File: config.mk
export PLATFORM = sky130hd
export DESIGN_NAME = kv_ctrl_engine_flat
export DESIGN_NICKNAME = d
export VERILOG_FILES = /design/src/kv_store_pkg.sv /design/src/kv_mem_if.sv /design/src/kv_ctrl_engine.sv /design/src/flat_wrapper.sv
export SDC_FILE = /design/constraint.sdc
export NUM_CORES = 1
export LEC_CHECK = 0
export BUFFER_PORTS_ARGS = -buffer_cell sky130_fd_sc_hd__buf_2
export CAP_MARGIN = 20
export CORE_MARGIN = 1.5
export CORE_UTILIZATION = 45
export DETAILED_ROUTE_END_ITERATION = 8
export GPL_TIMING_DRIVEN = 0
export PLACE_DENSITY = 0.76
export SYNTH_ARGS = -nofsm -noshare
export SYNTH_HDL_FRONTEND = slang
export SYNTH_SLANG_ARGS = --single-unit
export TNS_END_PERCENT = 100
File: constraint.sdc
create_clock -name clk -period 6.9 [get_ports clk]
set_input_delay 0.345 -clock clk [delete_from_list [all_inputs] [get_ports clk]]
set_output_delay 0.345 -clock clk [all_outputs]
set_load 0.1 [all_outputs]
File: src/kv_store_pkg.sv
`default_nettype none

package kv_store_pkg;

    // ========================================================================
    // Sizes
    // ========================================================================
    localparam int key_w       = 12;
    localparam int value_w     = 32;
    localparam int num_entries = 2 ** key_w;

    typedef logic [key_w-1:0]   key_t;
    typedef logic [value_w-1:0] value_t;

    // ========================================================================
    // Commands and engine states
    // ========================================================================
    // Codes 5 to 7 are not assigned and get an error ack
    typedef enum logic [2:0] {
        cmd_get     = 3'd0,
        cmd_set     = 3'd1,
        cmd_unset   = 3'd2,
        cmd_replace = 3'd3,
        cmd_clear   = 3'd4
    } cmd_t;

    typedef enum logic [2:0] {
        st_sweep   = 3'd0,
        st_idle    = 3'd1,
        st_read    = 3'd2,
        st_write   = 3'd3,
        st_respond = 3'd4
    } state_t;

    // ========================================================================
    // Stored word
    // ========================================================================
    // An empty slot is valid low with a zero value
    typedef struct packed {
        logic   valid;
        value_t value;
    } entry_t;

endpackage : kv_store_pkg

`default_nettype wire

File: src/kv_mem_if.sv
`timescale 1ns/1ps
`default_nettype none

interface kv_mem_if;
    import kv_store_pkg::*;

    // Read port, data comes back one cycle after rd_en
    logic   rd_en;
    key_t   rd_key;
    entry_t rd_entry;

    // Write port, takes effect on the edge with wr_en high
    logic   wr_en;
    key_t   wr_key;
    entry_t wr_entry;

    // Control unit side
    modport engine (
        output rd_en,
        output rd_key,
        input  rd_entry,
        output wr_en,
        output wr_key,
        output wr_entry
    );

    // Storage side
    modport store (
        input  rd_en,
        input  rd_key,
        output rd_entry,
        input  wr_en,
        input  wr_key,
        input  wr_entry
    );

endinterface : kv_mem_if

`default_nettype wire

File: src/kv_ctrl_engine.sv
`timescale 1ns/1ps
`default_nettype none

module kv_ctrl_engine (
    input  logic                 clk,
    input  logic                 rst_n,
    input  logic                 req,
    input  kv_store_pkg::cmd_t   cmd,
    input  kv_store_pkg::key_t   key,
    input  kv_store_pkg::value_t value_in,
    output logic                 rdy,
    output logic                 ack,
    output logic                 error,
    output logic                 found,
    output kv_store_pkg::value_t value_out,
    output logic                 init,
    input  logic                 init_done,
    kv_mem_if.engine             mem
);
    import kv_store_pkg::*;

    // ========================================================================
    // Declarations
    // ========================================================================
    state_t state_q;

    // Command latched at accept
    cmd_t   cmd_q;
    key_t   key_q;
    value_t val_q;

    // Entry as it was before the command
    entry_t old_q;

    // Sweep control
    logic   kick_q;
    logic   clr_q;
    logic   init_q;

    // Response registers
    logic   ack_q;
    logic   error_q;
    logic   found_q;
    value_t value_out_q;

    logic   accept;
    logic   do_write;
    entry_t new_entry;

    // Commands that touch one entry
    function automatic logic is_data_cmd(input cmd_t c);
        return c inside {cmd_get, cmd_set, cmd_unset, cmd_replace};
    endfunction

    // ========================================================================
    // Handshake and read issue
    // ========================================================================
    assign rdy    = (state_q == st_idle) && init_done;
    assign accept = req && rdy;

    // Read goes out on the accept edge itself
    assign mem.rd_en  = accept && is_data_cmd(cmd);
    assign mem.rd_key = key;

    // ========================================================================
    // Write decision from the old entry
    // ========================================================================
    always_comb begin
        new_entry = '0;
        do_write  = 1'b0;
        case (cmd_q)
            cmd_set: begin
                new_entry.valid = 1'b1;
                new_entry.value = val_q;
                do_write        = 1'b1;
            end
            cmd_replace: begin
                new_entry.valid = 1'b1;
                new_entry.value = val_q;
                do_write        = old_q.valid;
            end
            // Leaves an empty, zeroed slot
            cmd_unset: begin
                do_write = 1'b1;
            end
            default: begin
                do_write = 1'b0;
            end
        endcase
    end

    assign mem.wr_en    = (state_q == st_write) && do_write;
    assign mem.wr_key   = key_q;
    assign mem.wr_entry = new_entry;

    // ========================================================================
    // Payload capture
    // ========================================================================
    always_ff @(posedge clk) begin
        if (accept) begin
            cmd_q <= cmd;
            key_q <= key;
            val_q <= value_in;
        end
        if (state_q == st_read) begin
            old_q <= mem.rd_entry;
        end
    end

    // ========================================================================
    // FSM
    // ========================================================================
    always_ff @(posedge clk or negedge rst_n) begin
        if (!rst_n) begin
            state_q     <= st_sweep;
            kick_q      <= 1'b1;
            clr_q       <= 1'b0;
            init_q      <= 1'b0;
            ack_q       <= 1'b0;
            error_q     <= 1'b0;
            found_q     <= 1'b0;
            value_out_q <= '0;
        end else begin
            // Pulses and response fields default low
            init_q      <= 1'b0;
            ack_q       <= 1'b0;
            error_q     <= 1'b0;
            found_q     <= 1'b0;
            value_out_q <= '0;
            case (state_q)
                st_sweep: begin
                    if (kick_q) begin
                        init_q <= 1'b1;
                        kick_q <= 1'b0;
                    end else if (!init_q && init_done) begin
                        state_q <= st_idle;
                        // Only a clear command is acknowledged here
                        ack_q   <= clr_q;
                        clr_q   <= 1'b0;
                    end
                end
                st_idle: begin
                    if (accept) begin
                        if (cmd == cmd_clear) begin
                            state_q <= st_sweep;
                            kick_q  <= 1'b1;
                            clr_q   <= 1'b1;
                        end else if (is_data_cmd(cmd)) begin
                            state_q <= st_read;
                        end else begin
                            state_q <= st_respond;
                        end
                    end
                end
                st_read: begin
                    state_q <= (cmd_q == cmd_get) ? st_respond : st_write;
                end
                st_write: begin
                    state_q <= st_respond;
                end
                st_respond: begin
                    state_q <= st_idle;
                    ack_q   <= 1'b1;
                    if (is_data_cmd(cmd_q)) begin
                        found_q     <= old_q.valid;
                        value_out_q <= old_q.valid ? old_q.value : '0;
                    end else begin
                        error_q <= 1'b1;
                    end
                end
                default: begin
                    state_q <= st_idle;
                end
            endcase
        end
    end

    assign init      = init_q;
    assign ack       = ack_q;
    assign error     = error_q;
    assign found     = found_q;
    assign value_out = value_out_q;

endmodule : kv_ctrl_engine

`default_nettype wire

File: src/flat_wrapper.sv
// flat-port wrapper written by rule: the top's interface ports become plain ports
module kv_ctrl_engine_flat import kv_store_pkg::*;
  (clk, rst_n, req, cmd, key, value_in, rdy, ack, error, found, value_out, init, init_done, mem_rd_en, mem_rd_key, mem_rd_entry, mem_wr_en, mem_wr_key, mem_wr_entry);
  kv_mem_if mem_i ();
  input  logic clk;
  input  logic rst_n;
  input  logic req;
  input  kv_store_pkg::cmd_t cmd;
  input  kv_store_pkg::key_t key;
  input  kv_store_pkg::value_t value_in;
  output logic rdy;
  output logic ack;
  output logic error;
  output logic found;
  output kv_store_pkg::value_t value_out;
  output logic init;
  input  logic init_done;
  output wire logic [$bits(mem_i.rd_en)-1:0] mem_rd_en;
  output wire logic [$bits(mem_i.rd_key)-1:0] mem_rd_key;
  input wire logic [$bits(mem_i.rd_entry)-1:0] mem_rd_entry;
  output wire logic [$bits(mem_i.wr_en)-1:0] mem_wr_en;
  output wire logic [$bits(mem_i.wr_key)-1:0] mem_wr_key;
  output wire logic [$bits(mem_i.wr_entry)-1:0] mem_wr_entry;
  assign mem_rd_en = mem_i.rd_en;
  assign mem_rd_key = mem_i.rd_key;
  assign mem_i.rd_entry = mem_rd_entry;
  assign mem_wr_en = mem_i.wr_en;
  assign mem_wr_key = mem_i.wr_key;
  assign mem_wr_entry = mem_i.wr_entry;
  kv_ctrl_engine u_core (.clk(clk), .rst_n(rst_n), .req(req), .cmd(cmd), .key(key), .value_in(value_in), .rdy(rdy), .ack(ack), .error(error), .found(found), .value_out(value_out), .init(init), .init_done(init_done), .mem(mem_i));
endmodule
* Word-level counts from Yosys, hierarchy flattened
Index checks and enable logic that the tools add are counted.
** Storage, ports and cells
- Bits in registers :: 121
- Latch bits :: 0
- RAM bits :: 0
- ROM bits :: 0
- Input port bits :: 84
- Output and inout port bits :: 96
- Logic and storage cells :: 72
- Memories :: 0
** Operators by class
- Add/subtract/negate cells :: 0
- $mul :: 0
- Divide/modulo/power cells :: 0
- $lt $le $gt $ge :: 0
- Eq/ne operators :: 15
- Shift operators :: 0
- Muxes and demuxes :: 27
- Bitwise operators :: 0
- Reduce and logical (&&, ||, !) cells :: 17
** Operators by type and width (number)
- two-way mux 32 bit :: 3
- two-way mux 33 bit :: 1
- == test 3 x 2 -> 1 bit (second input constant) :: 6
- two-way mux 3 bit :: 6
- two-way mux 1 bit :: 12
- one-hot mux 3 bit (4 select lines) :: 1
- == test 3 x 1 -> 1 bit (second input constant) :: 3
- zero test 3 bit :: 3
- one-hot mux 1 bit (2 select lines) :: 4
- nonzero test 4 bit :: 2
- == test 3 bit (second input constant) :: 2
- AND reduction 3 bit :: 2
- logical AND 1 bit :: 5
- AND reduction 5 bit :: 1
- != test 2 x 1 -> 1 bit (second input constant) :: 2
- != test 2 bit (second input constant) :: 2
- OR reduction 2 bit :: 2
- nonzero test 2 bit :: 1
- zero test 1 bit :: 1

* Depth between registers and ports, before layout
Gate-level depths: netlist (run 1).
- Depth in word-level cells :: 6
- Mapped depth :: 4
- Mapped depth without buffers :: 3

* Worst setup path after synthesis (run 1)
No wires, ideal clock.
- Kind :: register to output
- From :: register u_core.state_q[2]
- To :: output port mem_rd_en
- Data arrival time :: 3.274 ns
- Data required time :: 6.555 ns
- Path slack :: 3.281 ns
- Cell stages (with the launch flop) :: 4
- Path buffers :: 0
- Cells stage by stage :: dfrtp_1 nor2_1 and4_1 nor2b_1
** Between the ends
- Cells in the longest elaborated chain, start to end :: 4
** Ends and longest elaborated chain
- from (decl) :: line kv_ctrl_engine.sv:25 : state_t state_q;
- from (signal assigned) :: line kv_ctrl_engine.sv:115 : state_q <= st_sweep;
- from (signal assigned) :: line kv_ctrl_engine.sv:136 : state_q <= st_idle;
- from (signal assigned) :: line kv_ctrl_engine.sv:145 : state_q <= st_sweep;
- == test 3 x 1 -> 1 bit :: line kv_ctrl_engine.sv:58 : assign rdy = (state_q == st_idle) && init_done;
- logical AND 1 bit :: line kv_ctrl_engine.sv:58
- logical AND 1 bit :: line kv_ctrl_engine.sv:59 : assign accept = req && rdy;
- named net u_core.accept :: line kv_ctrl_engine.sv:46 : logic accept;
- logical AND 1 bit :: line kv_ctrl_engine.sv:62 : assign mem.rd_en = accept && is_data_cmd(cmd);
- to (decl) :: line flat_wrapper.sv:18 : output wire logic [$bits(mem_i.rd_en)-1:0] mem_rd_en;
The timed path passes the listed nets, and every way through them passes these cells.

* Worst setup path after layout (run 1)
- From :: register u_core.cmd_q[2]
- To :: output port mem_wr_entry[19]
** Between the ends
- Cells in the longest elaborated chain, start to end :: 3
- Elaborated cells on any way between the ends :: 4
- Classes of those cells :: eq/ne: 2; mux: 1; reduce/logical: 1
** Ends and longest elaborated chain
- from (decl) :: line kv_ctrl_engine.sv:28 : cmd_t cmd_q;
- from (signal assigned) :: line kv_ctrl_engine.sv:101 : cmd_q <= cmd;
- == test 3 x 2 -> 1 bit or == test 3 x 1 -> 1 bit (tied branches) :: line kv_ctrl_engine.sv:71 : case (cmd_q)
- OR reduction 2 bit (no source line) (*)
- two-way mux 33 bit (*) :: line kv_ctrl_engine.sv:71
- to (decl) :: line flat_wrapper.sv:23 : output wire logic [$bits(mem_i.wr_entry)-1:0] mem_wr_entry;
Every way passes the cells marked *; elsewhere a longest branch is shown, timed or not.

==> results.rst, run 1 <==
.. list-table::
   :header-rows: 1

   * - Metric
     - Value
   * - Cells on worst reg2reg path
     - 3
   * - Layout net count
     - between 500 and 600
   * - Final setup vio count
     - 0
   * - Max_slew headroom
     - approximately two fifths
   * - Static leakage power
     - 3.04 nW
   * - Pins over their slew limit
     - 0
   * - Global-route wire length before repair
     - approximately 15000 µm
   * - Yosys warning count
     - 0
   * - Pwr dens
     - roughly 360 nW/µm²
   * - Total Die Area
     - about 9900 µm²
   * - Total number of placement rows
     - 35
   * - Number of top-level pins
     - 180
   * - Overall die height
     - between 90 and 100 µm
   * - GRT Residual Overflow
     - 0
   * - Min-delay worst type
     - in -> reg
   * - Layout fillers
     - 577
   * - Core ar.
     - a little over 9000 µm²
   * - DRC marker count from the first detailed-route iteration
     - 55
   * - Clock transition at path regs
     - roughly 60 ps
   * - Overall routing resource usage
     - about a fifth
   * - Tmin final
     - 2590 ps
   * - Final total power
     - around 2.3 mW
   * - Net count of the mapped netlist
     - between 300 and 400
   * - Synth-to-layout area growth
     - 55.9%
   * - Die Width
     - between 90 and 100 µm
   * - Sum of negative setup slack
     - 0 ps
   * - Number of antenna violations at the first check in global routing
     - 0
   * - Remaining antenna violation count
     - 0
   * - Setup crit end kind
     - primary output
   * - GP Congestion
     - 0.807
   * - First-pass detailed-route iteration total
     - 4
   * - Reg-to-Reg End
     - u_core.old_q[20]$_DFFE_PN_
   * - CTS tree
     - yes
   * - Max Clock Skew
     - 8.57 ps
   * - Unrepaired setup endpoints after global routing
     - no
   * - Clock insertion delay at the later pin of the skew report
     - ~500 ps
   * - Hold-critical path endpoint
     - u_core.val_q[26]$_DFFE_PP_
   * - Final period utilization
     - 37.5%
   * - Data arrival time of the critical path
     - between 2000 and 2500 ps
   * - Routed wire length
     - a little under 10000 µm
   * - Starting Density
     - 45.9%
   * - Maximum number of pins on one net before global-route repair
     - between 40 and 50
   * - Worst hold start
     - value_in[26]
   * - Worst-case register-to-register setup slack
     - 5040 ps
   * - H-Tree Level Count
     - 4
   * - Sequential fraction of the synthesis area
     - around four fifths
   * - Vias in the first global route
     - about 3.0k
   * - Vias per inst
     - approximately 4.6
   * - Layout cell share with drive strength beyond 1
     - a little under half
   * - # port buffers
     - 179
   * - Number of flip-flops and latches in the synthesized netlist
     - around 120
   * - Startpoint kind of the worst setup timing path
     - flip-flop
   * - Final hold violation count
     - 0
   * - Post-DP HPWL
     - 5710 µm
   * - Drc violations
     - 0
   * - Max rail drop VDD
     - 0.000206 V
   * - Post-synthesis area per instance
     - around 17 µm²
   * - Critical R2R Launch
     - u_core.state_q[1]$_DFFE_PN0P_
   * - Detailed-route wire length per cell
     - between 15 and 20 µm
   * - Setup Crit Path Kind
     - reg -> out
   * - Clk Tree Root Cell
     - clkbuf_8
   * - Combined area of all synthesized cells
     - between 4000 and 5000 µm²
   * - Antenna cell count
     - 0
   * - Hold path cells
     - 1
   * - Number of instances in the synthesized netlist
     - ~240
   * - Actual slew at the worst max-slew pin
     - approximately 900 ps
   * - Run status
     - finished, final reports clean
   * - Maximum clock frequency
     - between 300 and 400 MHz
   * - Max Fanout on Critical Path
     - 10
   * - Maximum clock path buffer count
     - 2
   * - Required time reported for the critical path endpoint
     - between 6000 and 7000 ps
   * - Clock net sink count
     - ~120
   * - Total clock buffers created by CTS
     - 17
   * - Number of unique standard cell types used by synthesis
     - 30
   * - Vias after detailed routing
     - approximately 2.9k
   * - Number of violations of the max-capacitance limit
     - 0
==> cell usage after synthesis <==
cell type / count / area [µm²]
dfstp_2: 1 / 26.3
buf_6: 3 / 33.8
nand3_1: 1 / 5.00
a21oi_1: 2 / 10.0
and2b_1: 1 / 7.51
inv_1: 4 / 15.0
nand2_1: 2 / 7.51
edfxtp_1: 80 / 2400
nor4bb_1: 2 / 20.0
nor3b_1: 2 / 15.0
nor2_1: 2 / 7.51
buf_2: 2 / 10.0
a221oi_1: 1 / 8.76
clkbuf_1: 2 / 7.51
o21a_1: 1 / 7.51
buf_4: 12 / 90.1
o211ai_1: 1 / 7.51
nor2_2: 1 / 6.26
and3_1: 2 / 12.5
a21boi_0: 1 / 7.51
nand3b_1: 1 / 7.51
and4b_4: 1 / 13.8
and2_1: 64 / 400
nor2b_1: 1 / 6.26
a31oi_1: 2 / 12.5
nor3_1: 5 / 25.0
o21ai_0: 2 / 10.0
dfrtp_1: 40 / 1000
and4_1: 1 / 8.76
and2_2: 1 / 7.51
==> sequential cells by signal, indices dropped and copies added, names as in the netlist <==
signal / count
u_core.old_q: 33
u_core.val_q: 32
u_core.value_out: 32
u_core.mem.wr_key: 12
u_core.cmd_q: 3
u_core.state_q: 3
u_core.ack: 1
u_core.clr_q: 1
u_core.error: 1
u_core.found: 1
u_core.init: 1
u_core.kick_q: 1
==> cell families after synthesis <==
| family | count (synthesis) | share of synthesized area [%] |
|---|---|---|
| buffers and inverters | 23 | 3.72 |
| flip-flops | 121 | 81.7 |
| AO/OA/AOI/OAI | 10 | 1.52 |
| AND/OR/NAND/NOR | 87 | 13.1 |
==> worst max path at each step <==
stage | startpoint | to | slack (ps) | depth (start not counted)
after CTS | u_core.cmd_q[2]$_DFFE_PP_ | mem_wr_entry[19] | 4290 | 4
after floorplan | u_core.state_q[2]$_DFFE_PN0P_ | mem_rd_en | 3280 | 3
after global placement | u_core.state_q[1]$_DFFE_PN0P_ | u_core.old_q[20]$_DFFE_PN_ | 2780 | 2
final | u_core.cmd_q[2]$_DFFE_PP_ | mem_wr_entry[19] | 4310 | 4
after global routing | u_core.cmd_q[2]$_DFFE_PP_ | mem_wr_entry[10] | 4160 | 4
after detailed placement | u_core.cmd_q[2]$_DFFE_PP_ | mem_wr_entry[19] | 4850 | 4
==> placed cells by master (no fill, tap or decap), drive strengths merged <==
| cell | count |
|---|---|
| buf | 199 |
| edfxtp | 80 |
| dlygate4sd3 | 68 |
| and2 | 65 |
| dfrtp | 40 |
| clkbuf | 21 |
| inv | 10 |
| nor3 | 5 |
| clkinv | 4 |
| nor2 | 3 |
| nor3b | 2 |
| a21oi | 2 |
| and3 | 2 |
| nor4bb | 2 |
| o21ai | 2 |
| a31oi | 2 |
| nand2 | 2 |
| clkinvlp | 2 |
| and2b | 1 |
| and4b | 1 |
| and4 | 1 |
| nor2b | 1 |
| o21a | 1 |
| nand3b | 1 |
| o211ai | 1 |
| a21boi | 1 |
| nand3 | 1 |
| a221oi | 1 |
| bufinv | 1 |
| dfstp | 1 |
==> through the flow <==
stage	hold slack (ps)	util, %	instance area, µm²	cells	setup slack [ps]
floorplan	49.4	-	4200	241	3280
global placement	429	57.2	5240	531	2780
detailed placement	434	57.7	5280	534	4850
CTS	1.34	71.6	6550	634	4290
global route	7.45	71.6	6550	634	4160
finish	35.3	71.6	6550	634	4310
==> worst max-delay path, cell delays in order (launching register included) <==
cell and delay, ps:
edfxtp_1 440, and2b_1 360, clkbuf_1 300, and2_1 190, buf_2 440
==> layer usage <==
layer / global-route usage, % / vias to the layer above / share of wire [%]
met1: 22.7 / 1371 / 39
met2: 37.0 / 141 / 52
li1: - / 1375 / -
met4: 8.13 / 0 / 1.1
met3: 7.59 / 13 / 8.0
met5: 0 / - / 0
==> final cells by class <==
class / count / area, µm² / share of cell area (%)
Inverter: 4 / 15.0 / 0.229
Sequential cell: 121 / 3430 / 52.4
Multi-Input combinational cell: 97 / 621 / 9.48
Tap cell: 111 / 139 / 2.12
Timing Repair Buffer: 250 / 1620 / 24.7
Clock buffer: 19 / 453 / 6.92
Clock inverter: 13 / 131 / 2.01
Buffer: 19 / 141 / 2.16
==> report_power, final <==
| group | switching (mW) | internal (mW) | leakage [nW] | total [mW] |
|---|---|---|---|---|
| Combinational | 0.445 | 0.128 | 1.47 | 0.572 |
| Clock | 0.341 | 0.518 | 0.283 | 0.858 |
| Sequential | 0.0350 | 0.883 | 1.29 | 0.918 |
| Total | 0.820 | 1.53 | 3.04 | 2.35 |
==> timing repair <==
action                                 4_1_cts  5_1_grt
setup buffers                                0        0
endpoints found under the hold margin      107        0
gates resized for setup                      0        0
hold buffers                                68        0
Note: power is estimated with default switching activity, not from simulation.
==> inputs of run 2 (changes only) <==
--- a/config.mk
+++ b/config.mk
@@ -8,10 +8,10 @@
 export BUFFER_PORTS_ARGS = -buffer_cell sky130_fd_sc_hd__buf_2
 export CAP_MARGIN = 20
 export CORE_MARGIN = 1.5
-export CORE_UTILIZATION = 45
+export CORE_UTILIZATION = 42
 export DETAILED_ROUTE_END_ITERATION = 8
 export GPL_TIMING_DRIVEN = 0
-export PLACE_DENSITY = 0.76
+export PLACE_DENSITY = 0.75
 export SYNTH_ARGS = -nofsm -noshare
 export SYNTH_HDL_FRONTEND = slang
 export SYNTH_SLANG_ARGS = --single-unit
==> constraint.sdc (replaced) <==
create_clock -name clk -period 2.24 [get_ports clk]
set_input_delay 0.112 -clock clk [delete_from_list [all_inputs] [get_ports clk]]
set_output_delay 0.112 -clock clk [all_outputs]
set_load 0.1 [all_outputs]
==> run 2 against run 1 <==
Against the previous run: setup slack lost 4200 ps; wire length is 7.5% higher; combinational power increased to 3.3 times the previous value; sequential share of layout area fell by 2.1 points.
==> results.rst, run 2 (synthesis results as in run 1) <==
.. list-table::
   :header-rows: 1

   * - Metric
     - Value
   * - Run status
     - finished, final reports clean (unchanged)
   * - Reg-to-Reg End
     - u_core.old_q[11]$_DFFE_PN_ (was u_core.old_q[20]$_DFFE_PN_)
   * - CTS tree
     - yes (unchanged)
   * - Layout fillers
     - 608 (was 577)
   * - Overall routing resource usage
     - 19.9% (was 20.8%)
   * - Number of cells on the critical path
     - 4 (unchanged)
   * - Overall die height
     - 103 µm (was 99.6 µm)
   * - Number of antenna violations at the first check in global routing
     - 0 (unchanged)
   * - Maximum number of pins on one net before global-route repair
     - 42 (unchanged)
   * - Drc violations
     - 0 (unchanged)
   * - Last element of the critical path
     - mem_rd_en (was mem_wr_entry[19])
   * - Cell breakdown of the critical path
     - nor2_4, and4_4, nor2b_4, buf_6 (was and2b_1, clkbuf_1, and2_1, buf_2)
   * - Net Sw Frac
     - 34.7% (was 34.9%)
   * - Total Die Area
     - 10600 µm² (was 9920 µm²)
   * - Starting Density
     - 43.2% (was 45.9%)
   * - GRT Residual Overflow
     - 0 (unchanged)
   * - Family of cells with the greatest summed delay on the critical path
     - simple AND/OR/NAND/NOR gates (was buffers and inverters)
   * - Max rail drop VDD
     - 0.000680 V (was 0.000206 V)
   * - Pwr dens
     - 1070 nW/µm² (was 359 nW/µm²)
   * - Die Width
     - 103 µm (was 99.6 µm)
   * - Synth-to-layout area growth
     - 62.5% (was 55.9%)
   * - Vias in the first global route
     - 3101 (was 3020)
   * - Final total power
     - 7.32 mW (was 2.35 mW)
   * - Required time reported for the critical path endpoint
     - 2130 ps (was 6550 ps)
   * - Crit path buffers/inverters
     - 1 (was 2)
   * - Max Fanout on Critical Path
     - 12 (was 10)
   * - Clock network fraction of total power
     - 35.5% (was 36.5%)
   * - Critical path's largest stage delay
     - 510 ps (was 440 ps)
   * - Cell area reported after detailed placement
     - 5320 µm² (was 5280 µm²)
   * - Actual slew at the worst max-slew pin
     - 917 ps (was 906 ps)
   * - GP Congestion
     - 0.782 (was 0.807)
   * - Remaining antenna violation count
     - 0 (unchanged)
   * - Clk Tree Root Cell
     - clkbuf_8 (unchanged)
   * - Max Clock Skew
     - 8.42 ps (was 8.57 ps)
   * - Portion of total power attributed to combinational logic
     - 25.5% (was 24.4%)
   * - Cell-internal power
     - 4.78 mW (was 1.53 mW)
   * - Unrepaired setup endpoints after global routing
     - no (unchanged)
   * - Switch Pwr
     - 2.54 mW (was 0.820 mW)
   * - Antenna cell count
     - 0 (unchanged)
   * - Vias per inst
     - 4.53 (was 4.57)
   * - Routed wire length
     - 10600 µm (was 9850 µm)
   * - DRC marker count from the first detailed-route iteration
     - 108 (was 55)
   * - Number of top-level pins
     - 180 (unchanged)
   * - Worst-case register-to-register setup slack
     - 390 ps (was 5040 ps)
   * - Clock insertion delay at the later pin of the skew report
     - 500 ps (was 510 ps)
   * - Post-CTS setup buffers
     - 0 (unchanged)
   * - Max_slew headroom
     - 38.9% (was 39.6%)
   * - Layout cell share with drive strength beyond 1
     - 45.1% (was 45.3%)
   * - Max reg flops
     - 33 (unchanged)
   * - Data arrival time of the critical path
     - 2050 ps (was 2240 ps)
   * - Detailed-route wire length per cell
     - 15.8 µm (was 15.5 µm)
   * - Startpoint kind of the worst setup timing path
     - flip-flop (unchanged)
   * - Total clock buffers created by CTS
     - 17 (unchanged)
   * - Clock transition at path regs
     - 60 ps (about the same)
   * - Vias after detailed routing
     - 3037 (was 2900)
   * - Layout net count
     - 608 (was 594)
   * - Total number of placement rows
     - 36 (was 35)
   * - Static leakage power
     - 3.12 nW (was 3.04 nW)
   * - Setup Crit Path Kind
     - reg -> out (unchanged)
   * - Pins over their slew limit
     - 0 (unchanged)
   * - Critical R2R Launch
     - u_core.state_q[1]$_DFFE_PN0P_ (unchanged)
   * - Final period utilization
     - around 96%
   * - Cell at the slowest stage of the critical path
     - dfrtp_1 (was edfxtp_1)
   * - Flop pwr share
     - 39.0% (was 39.1%)
   * - # port buffers
     - 179 (unchanged)
   * - Commonest non-fill, non-tap cell in the layout
     - buf_2 (unchanged)
   * - Number of violations of the max-capacitance limit
     - 0 (unchanged)
   * - Finished layout cell area
     - 6820 µm² (was 6550 µm²)
   * - Most frequent cells in the layout
     - 151 x buf_2, 82 x dlygate4sd3_1, 80 x edfxtp_1, 64 x and2_1, 40 x dfrtp_1 (was 181 x buf_2, 80 x edfxtp_1, 68 x dlygate4sd3_1, 64 x and2_1, 40 x dfrtp_1)
   * - H-Tree Level Count
     - 4 (unchanged)
   * - Tmin final
     - approximately 2200 ps
   * - Final setup vio count
     - 0 (unchanged)
   * - Final Hold Slack
     - 114 ps (was 35.3 ps)
   * - Setup crit end kind
     - primary output (unchanged)
   * - Critical path startpoint
     - u_core.state_q[2]$_DFFE_PN0P_ (was u_core.cmd_q[2]$_DFFE_PP_)
   * - First-pass detailed-route iteration total
     - 4 (unchanged)
   * - Final hold violation count
     - 0 (unchanged)
   * - Register name with the most flops
     - u_core.old_q (unchanged)
   * - Post-DP HPWL
     - 5830 µm (was 5710 µm)
   * - Cells on worst reg2reg path
     - 3 (unchanged)
   * - Maximum clock path buffer count
     - 2 (unchanged)
   * - Min-delay worst type
     - in -> reg (unchanged)
   * - Clock net sink count
     - 121 (unchanged)
   * - Core ar.
     - 9730 µm² (was 9150 µm²)
   * - Maximum clock frequency
     - around 460 MHz
   * - Global-route wire length before repair
     - 15300 µm (was 15100 µm)
## run 2: cell types whose count changed in the layout (fill, tap and decap cells not counted), moves of 2 or more
cell,delta
clkinv_2,+2
buf_2,-30
buf_4,+24
clkbuf_1,-2
dlygate4sd3_1,+14
clkbuf_2,+2
clkbuf_4,+5
clkinvlp_4,-2
## run 2: routing by layer
layer | global-route usage (%) | routed length (µm)
met1 | 21.4 | 4130
met2 | 35.3 | 5390
met3 | 7.32 | 924
met4 | 8.63 | 139
met5 | 0 | 0
## run 2: repair_timing
item                                   4_1_cts  5_1_grt
cloned                                       2        0
pin swaps                                    1        0
endpoints found under the hold margin      123        0
gates resized for setup                     28       11
hold buffers                                82        0
setup endpoints to repair                   24       26
## run 2: how the worst min path moves through the flow
stage                                start                       endpoint  cells after the start
after detailed placement  mem_rd_entry[31]     u_core.old_q[31]$_DFFE_PN_                      1
after CTS                              req      u_core.kick_q$_DFFE_PN1P_                      4
after floorplan                      rst_n           u_core.ack$_DFF_PN0_                      0
after global placement               rst_n  u_core.value_out[8]$_DFF_PN0_                      1
after global routing                   req      u_core.kick_q$_DFFE_PN1P_                      4
final                                  req      u_core.kick_q$_DFFE_PN1P_                      4
## run 2: stage by stage
stage,utilization [%],std cells,setup slack [ps],setup TNS [ps]
finish,70.1,670,81.9,0
global route,70.1,670,2.64,0
CTS,70.0,670,3.79,0
detailed placement,54.6,554,-364,-364
global placement,54.3,553,-540,-18010
floorplan,-,241,-42.2,-1390
## run 2: power by group through the flow
stage / Sequential [mW] / Combinational, mW / Clock [mW]
detailed placement: 2.88 / 1.67 / 0
finish: 2.86 / 1.87 / 2.60
floorplan: 3.25 / 0.911 / 0
CTS: 2.85 / 1.85 / 2.65
global route: 2.88 / 1.96 / 2.75
global placement: 2.87 / 1.60 / 0
## run 2: worst reg2reg max path: stages (launching register included)
cell     delay (ps)
dfrtp_1         540
inv_1           170
nor3_4          590
buf_16          250
## run 2: layout make-up
type                            count  area, µm²  area share (%)
Clock inverter                     15        163            2.38
Tap cell                          133        166            2.44
Multi-Input combinational cell     99        669            9.81
Sequential cell                   121       3430            50.3
Clock buffer                       17        414            6.07
Inverter                            4       15.0           0.220
Timing Repair Buffer              262       1820            26.7
Buffer                             19        144            2.11
==> inputs of run 3 (changes only) <==
==> constraint.sdc (replaced) <==
create_clock -name clk -period 2.24 [get_ports clk]
set_input_delay 0.448 -clock clk [delete_from_list [all_inputs] [get_ports clk]]
set_output_delay 0.448 -clock clk [all_outputs]
set_load 0.1 [all_outputs]
==> run 3 against run 2 <==
Against the previous run: the run now ends with setup timing left; final cell count fell by 11%; maximum frequency is 4.0% lower; critical path type unchanged; via count decreased by 11%; register-to-register slack better by 70 ps; design area decreased by 3.8%; non-clock buffer count down 74; combinational power rose by 11%; largest power group unchanged; total power up 5.1%; sequential power is essentially flat.
==> results.rst, run 3 (synthesis results as in run 1) <==
.. list-table::
   :header-rows: 1

   * - Metric
     - Value
   * - Run status
     - finished, violations left (was finished, final reports clean)
   * - Violated checks
     - setup timing
   * - Antenna cell count
     - 0 (unchanged)
   * - Detailed-route wire length per cell
     - 17.3 µm (was 15.8 µm)
   * - Final setup vio count
     - 1 (was 0)
   * - Total clock buffers created by CTS
     - 17 (unchanged)
   * - Maximum clock path buffer count
     - 2 (unchanged)
   * - Synth-to-layout area growth
     - 56.3% (was 62.5%)
   * - Data arrival time of the critical path
     - 1800 ps (was 2050 ps)
   * - Overall die height
     - 103 µm (unchanged)
   * - Critical path startpoint
     - u_core.cmd_q[2]$_DFFE_PP_ (was u_core.state_q[2]$_DFFE_PN0P_)
   * - DRC marker count from the first detailed-route iteration
     - 81 (was 108)
   * - Register name with the most flops
     - u_core.old_q (unchanged)
   * - Routed wire length
     - 10300 µm (was 10600 µm)
   * - Max Clock Skew
     - 5.75 ps (was 8.42 ps)
   * - Final hold violation count
     - 0 (unchanged)
   * - Vias in the first global route
     - 2660 (was 3101)
   * - H-Tree Level Count
     - 4 (unchanged)
   * - Starting Density
     - 43.2% (unchanged)
   * - Vias after detailed routing
     - 2695 (was 3037)
   * - Cell area reported after detailed placement
     - 5330 µm² (was 5320 µm²)
   * - Clock insertion delay at the later pin of the skew report
     - 510 ps (was 500 ps)
   * - Remaining antenna violation count
     - 0 (unchanged)
   * - Maximum number of pins on one net before global-route repair
     - 42 (unchanged)
   * - Pwr dens
     - 1170 nW/µm² (was 1070 nW/µm²)
   * - Max_slew headroom
     - 39.5% (was 38.9%)
   * - Layout cell share with drive strength beyond 1
     - 60.3% (was 45.1%)
   * - Max reg flops
     - 33 (unchanged)
   * - Number of violations of the max-capacitance limit
     - 0 (unchanged)
   * - Max rail drop VDD
     - 0.000846 V (was 0.000680 V)
   * - Cell at the slowest stage of the critical path
     - edfxtp_1 (was dfrtp_1)
   * - GRT Residual Overflow
     - 0 (unchanged)
   * - Total Die Area
     - 10600 µm² (unchanged)
   * - Number of antenna violations at the first check in global routing
     - 0 (unchanged)
   * - Critical path's largest stage delay
     - 410 ps (was 510 ps)
   * - Unrepaired setup endpoints after global routing
     - yes (was no)
   * - Overall routing resource usage
     - 18.5% (was 19.9%)
   * - Max Fanout on Critical Path
     - 10 (was 12)
   * - Setup Crit Path Kind
     - reg -> out (unchanged)
   * - Post-DP HPWL
     - 5680 µm (was 5830 µm)
   * - Post-route non-filler standard cell count
     - 596 (was 670)
   * - Global-route wire length before repair
     - 13600 µm (was 15300 µm)
   * - Required time reported for the critical path endpoint
     - 1790 ps (was 2130 ps)
   * - Layout net count
     - 534 (was 608)
   * - Family of cells with the greatest summed delay on the critical path
     - simple AND/OR/NAND/NOR gates (unchanged)
   * - Core ar.
     - 9730 µm² (unchanged)
   * - Commonest non-fill, non-tap cell in the layout
     - buf_2 (unchanged)
   * - Die Width
     - 103 µm (unchanged)
   * - Slack of the critical path
     - -6.96 ps (was 81.9 ps)
   * - Tmin final
     - 2250 ps (was 2160 ps)
   * - Post-Place Setup Slack
     - -651 ps (was -364 ps)
   * - Finished layout cell area
     - 6560 µm² (was 6820 µm²)
   * - Total placed cells including tap cells
     - 554 (unchanged)
   * - CTS Hold Buffers Added
     - 0 (was 82)
   * - Final period utilization
     - 100% (was 96.3%)
   * - Clk Tree Root Cell
     - clkbuf_8 (unchanged)
   * - GP Congestion
     - 0.753 (was 0.782)
   * - Final total power
     - 7.69 mW (was 7.32 mW)
   * - Startpoint kind of the worst setup timing path
     - flip-flop (unchanged)
   * - Setup crit end kind
     - primary output (unchanged)
   * - CTS tree
     - yes (unchanged)
   * - Crit path buffers/inverters
     - 2 (was 1)
   * - Maximum clock frequency
     - 445 MHz (was 463 MHz)
   * - Actual slew at the worst max-slew pin
     - 907 ps (was 917 ps)
   * - Pins over their slew limit
     - 0 (unchanged)
   * - Critical R2R Launch
     - u_core.state_q[1]$_DFFE_PN0P_ (unchanged)
   * - First-pass detailed-route iteration total
     - 6 (was 4)
   * - Number of top-level pins
     - 180 (unchanged)
   * - # port buffers
     - 179 (unchanged)
   * - Clock net sink count
     - 121 (unchanged)
   * - Total number of placement rows
     - 36 (unchanged)
   * - Cell breakdown of the critical path
     - and2b_4, buf_6, and2_1, buf_12 (was nor2_4, and4_4, nor2b_4, buf_6)
   * - Clock transition at path regs
     - 60 ps (about the same)
   * - Most frequent cells in the layout
     - 144 x buf_2, 80 x edfxtp_1, 39 x and2_1, 37 x dfrtp_1, 29 x buf_12 (was 151 x buf_2, 82 x dlygate4sd3_1, 80 x edfxtp_1, 64 x and2_1, 40 x dfrtp_1)
   * - Min-delay worst type
     - in -> async (was in -> reg)
   * - Drc violations
     - 0 (unchanged)
   * - Vias per inst
     - 4.52 (was 4.53)
   * - Static leakage power
     - 2.96 nW (was 3.12 nW)
==> run 3: repair_timing <==
action / CTS / global route
gates resized for setup: 141 / 29
cloned: 2 / 0
setup endpoints to repair: 36 / 31
buffers inserted: 7 / 1
pin swaps: 2 / 7
==> run 3: path summary, 6_finish.rpt <==
| path | end | slack (ps) | cells past startpoint |
|---|---|---|---|
| setup / recovery | mem_wr_entry[17] | -7 | 4 |
| hold / removal | u_core.value_out[7]$_DFF_PN0_ | 60 | 1 |
| setup reg to reg | u_core.val_q[16]$_DFFE_PP_ | 460 | 3 |
| hold reg to reg | u_core.value_out[0]$_DFF_PN0_ | 440 | 1 |
| max in group asynchronous | u_core.state_q[2]$_DFFE_PN0P_ | 1550 | 1 |
| min in group clk | u_core.old_q[5]$_DFFE_PN_ | 100 | 1 |
==> run 3: layout make-up <==
class	count	area, µm²
Timing Repair Buffer	188	1450
Tap cell	133	166
Buffer	19	163
Multi-Input combinational cell	99	734
Clock inverter	15	190
Sequential cell	121	3430
Inverter	4	15.0
Clock buffer	17	414
Fill cell	666	3170
==> run 3: stage by stage <==
stage               hold slack [ps]  utilization (%)  setup TNS [ps]
global route                   71.2             67.5           -1280
detailed placement              432             54.8            -651
floorplan                       152                -           -1660
CTS                            67.8             66.8            -716
global placement                429             54.4          -17740
finish                         61.9             67.5           -6.96
==> run 3: where the power goes <==
part	switching [mW]	internal [mW]	total, mW	leakage, nW
logic	1.48	0.597	2.08	1.37
registers	0.115	2.73	2.84	1.29
clock network	1.05	1.72	2.77	0.299
total	2.65	5.04	7.69	2.96
==> run 3: per-layer routing <==
metal	global-route usage, %	up-vias	share of wire, %
li1	-	1259	-
met1	19.7	1271	38
met2	31.1	150	50
met3	9.02	15	9.6
met4	8.52	0	2.1
met5	0	-	0
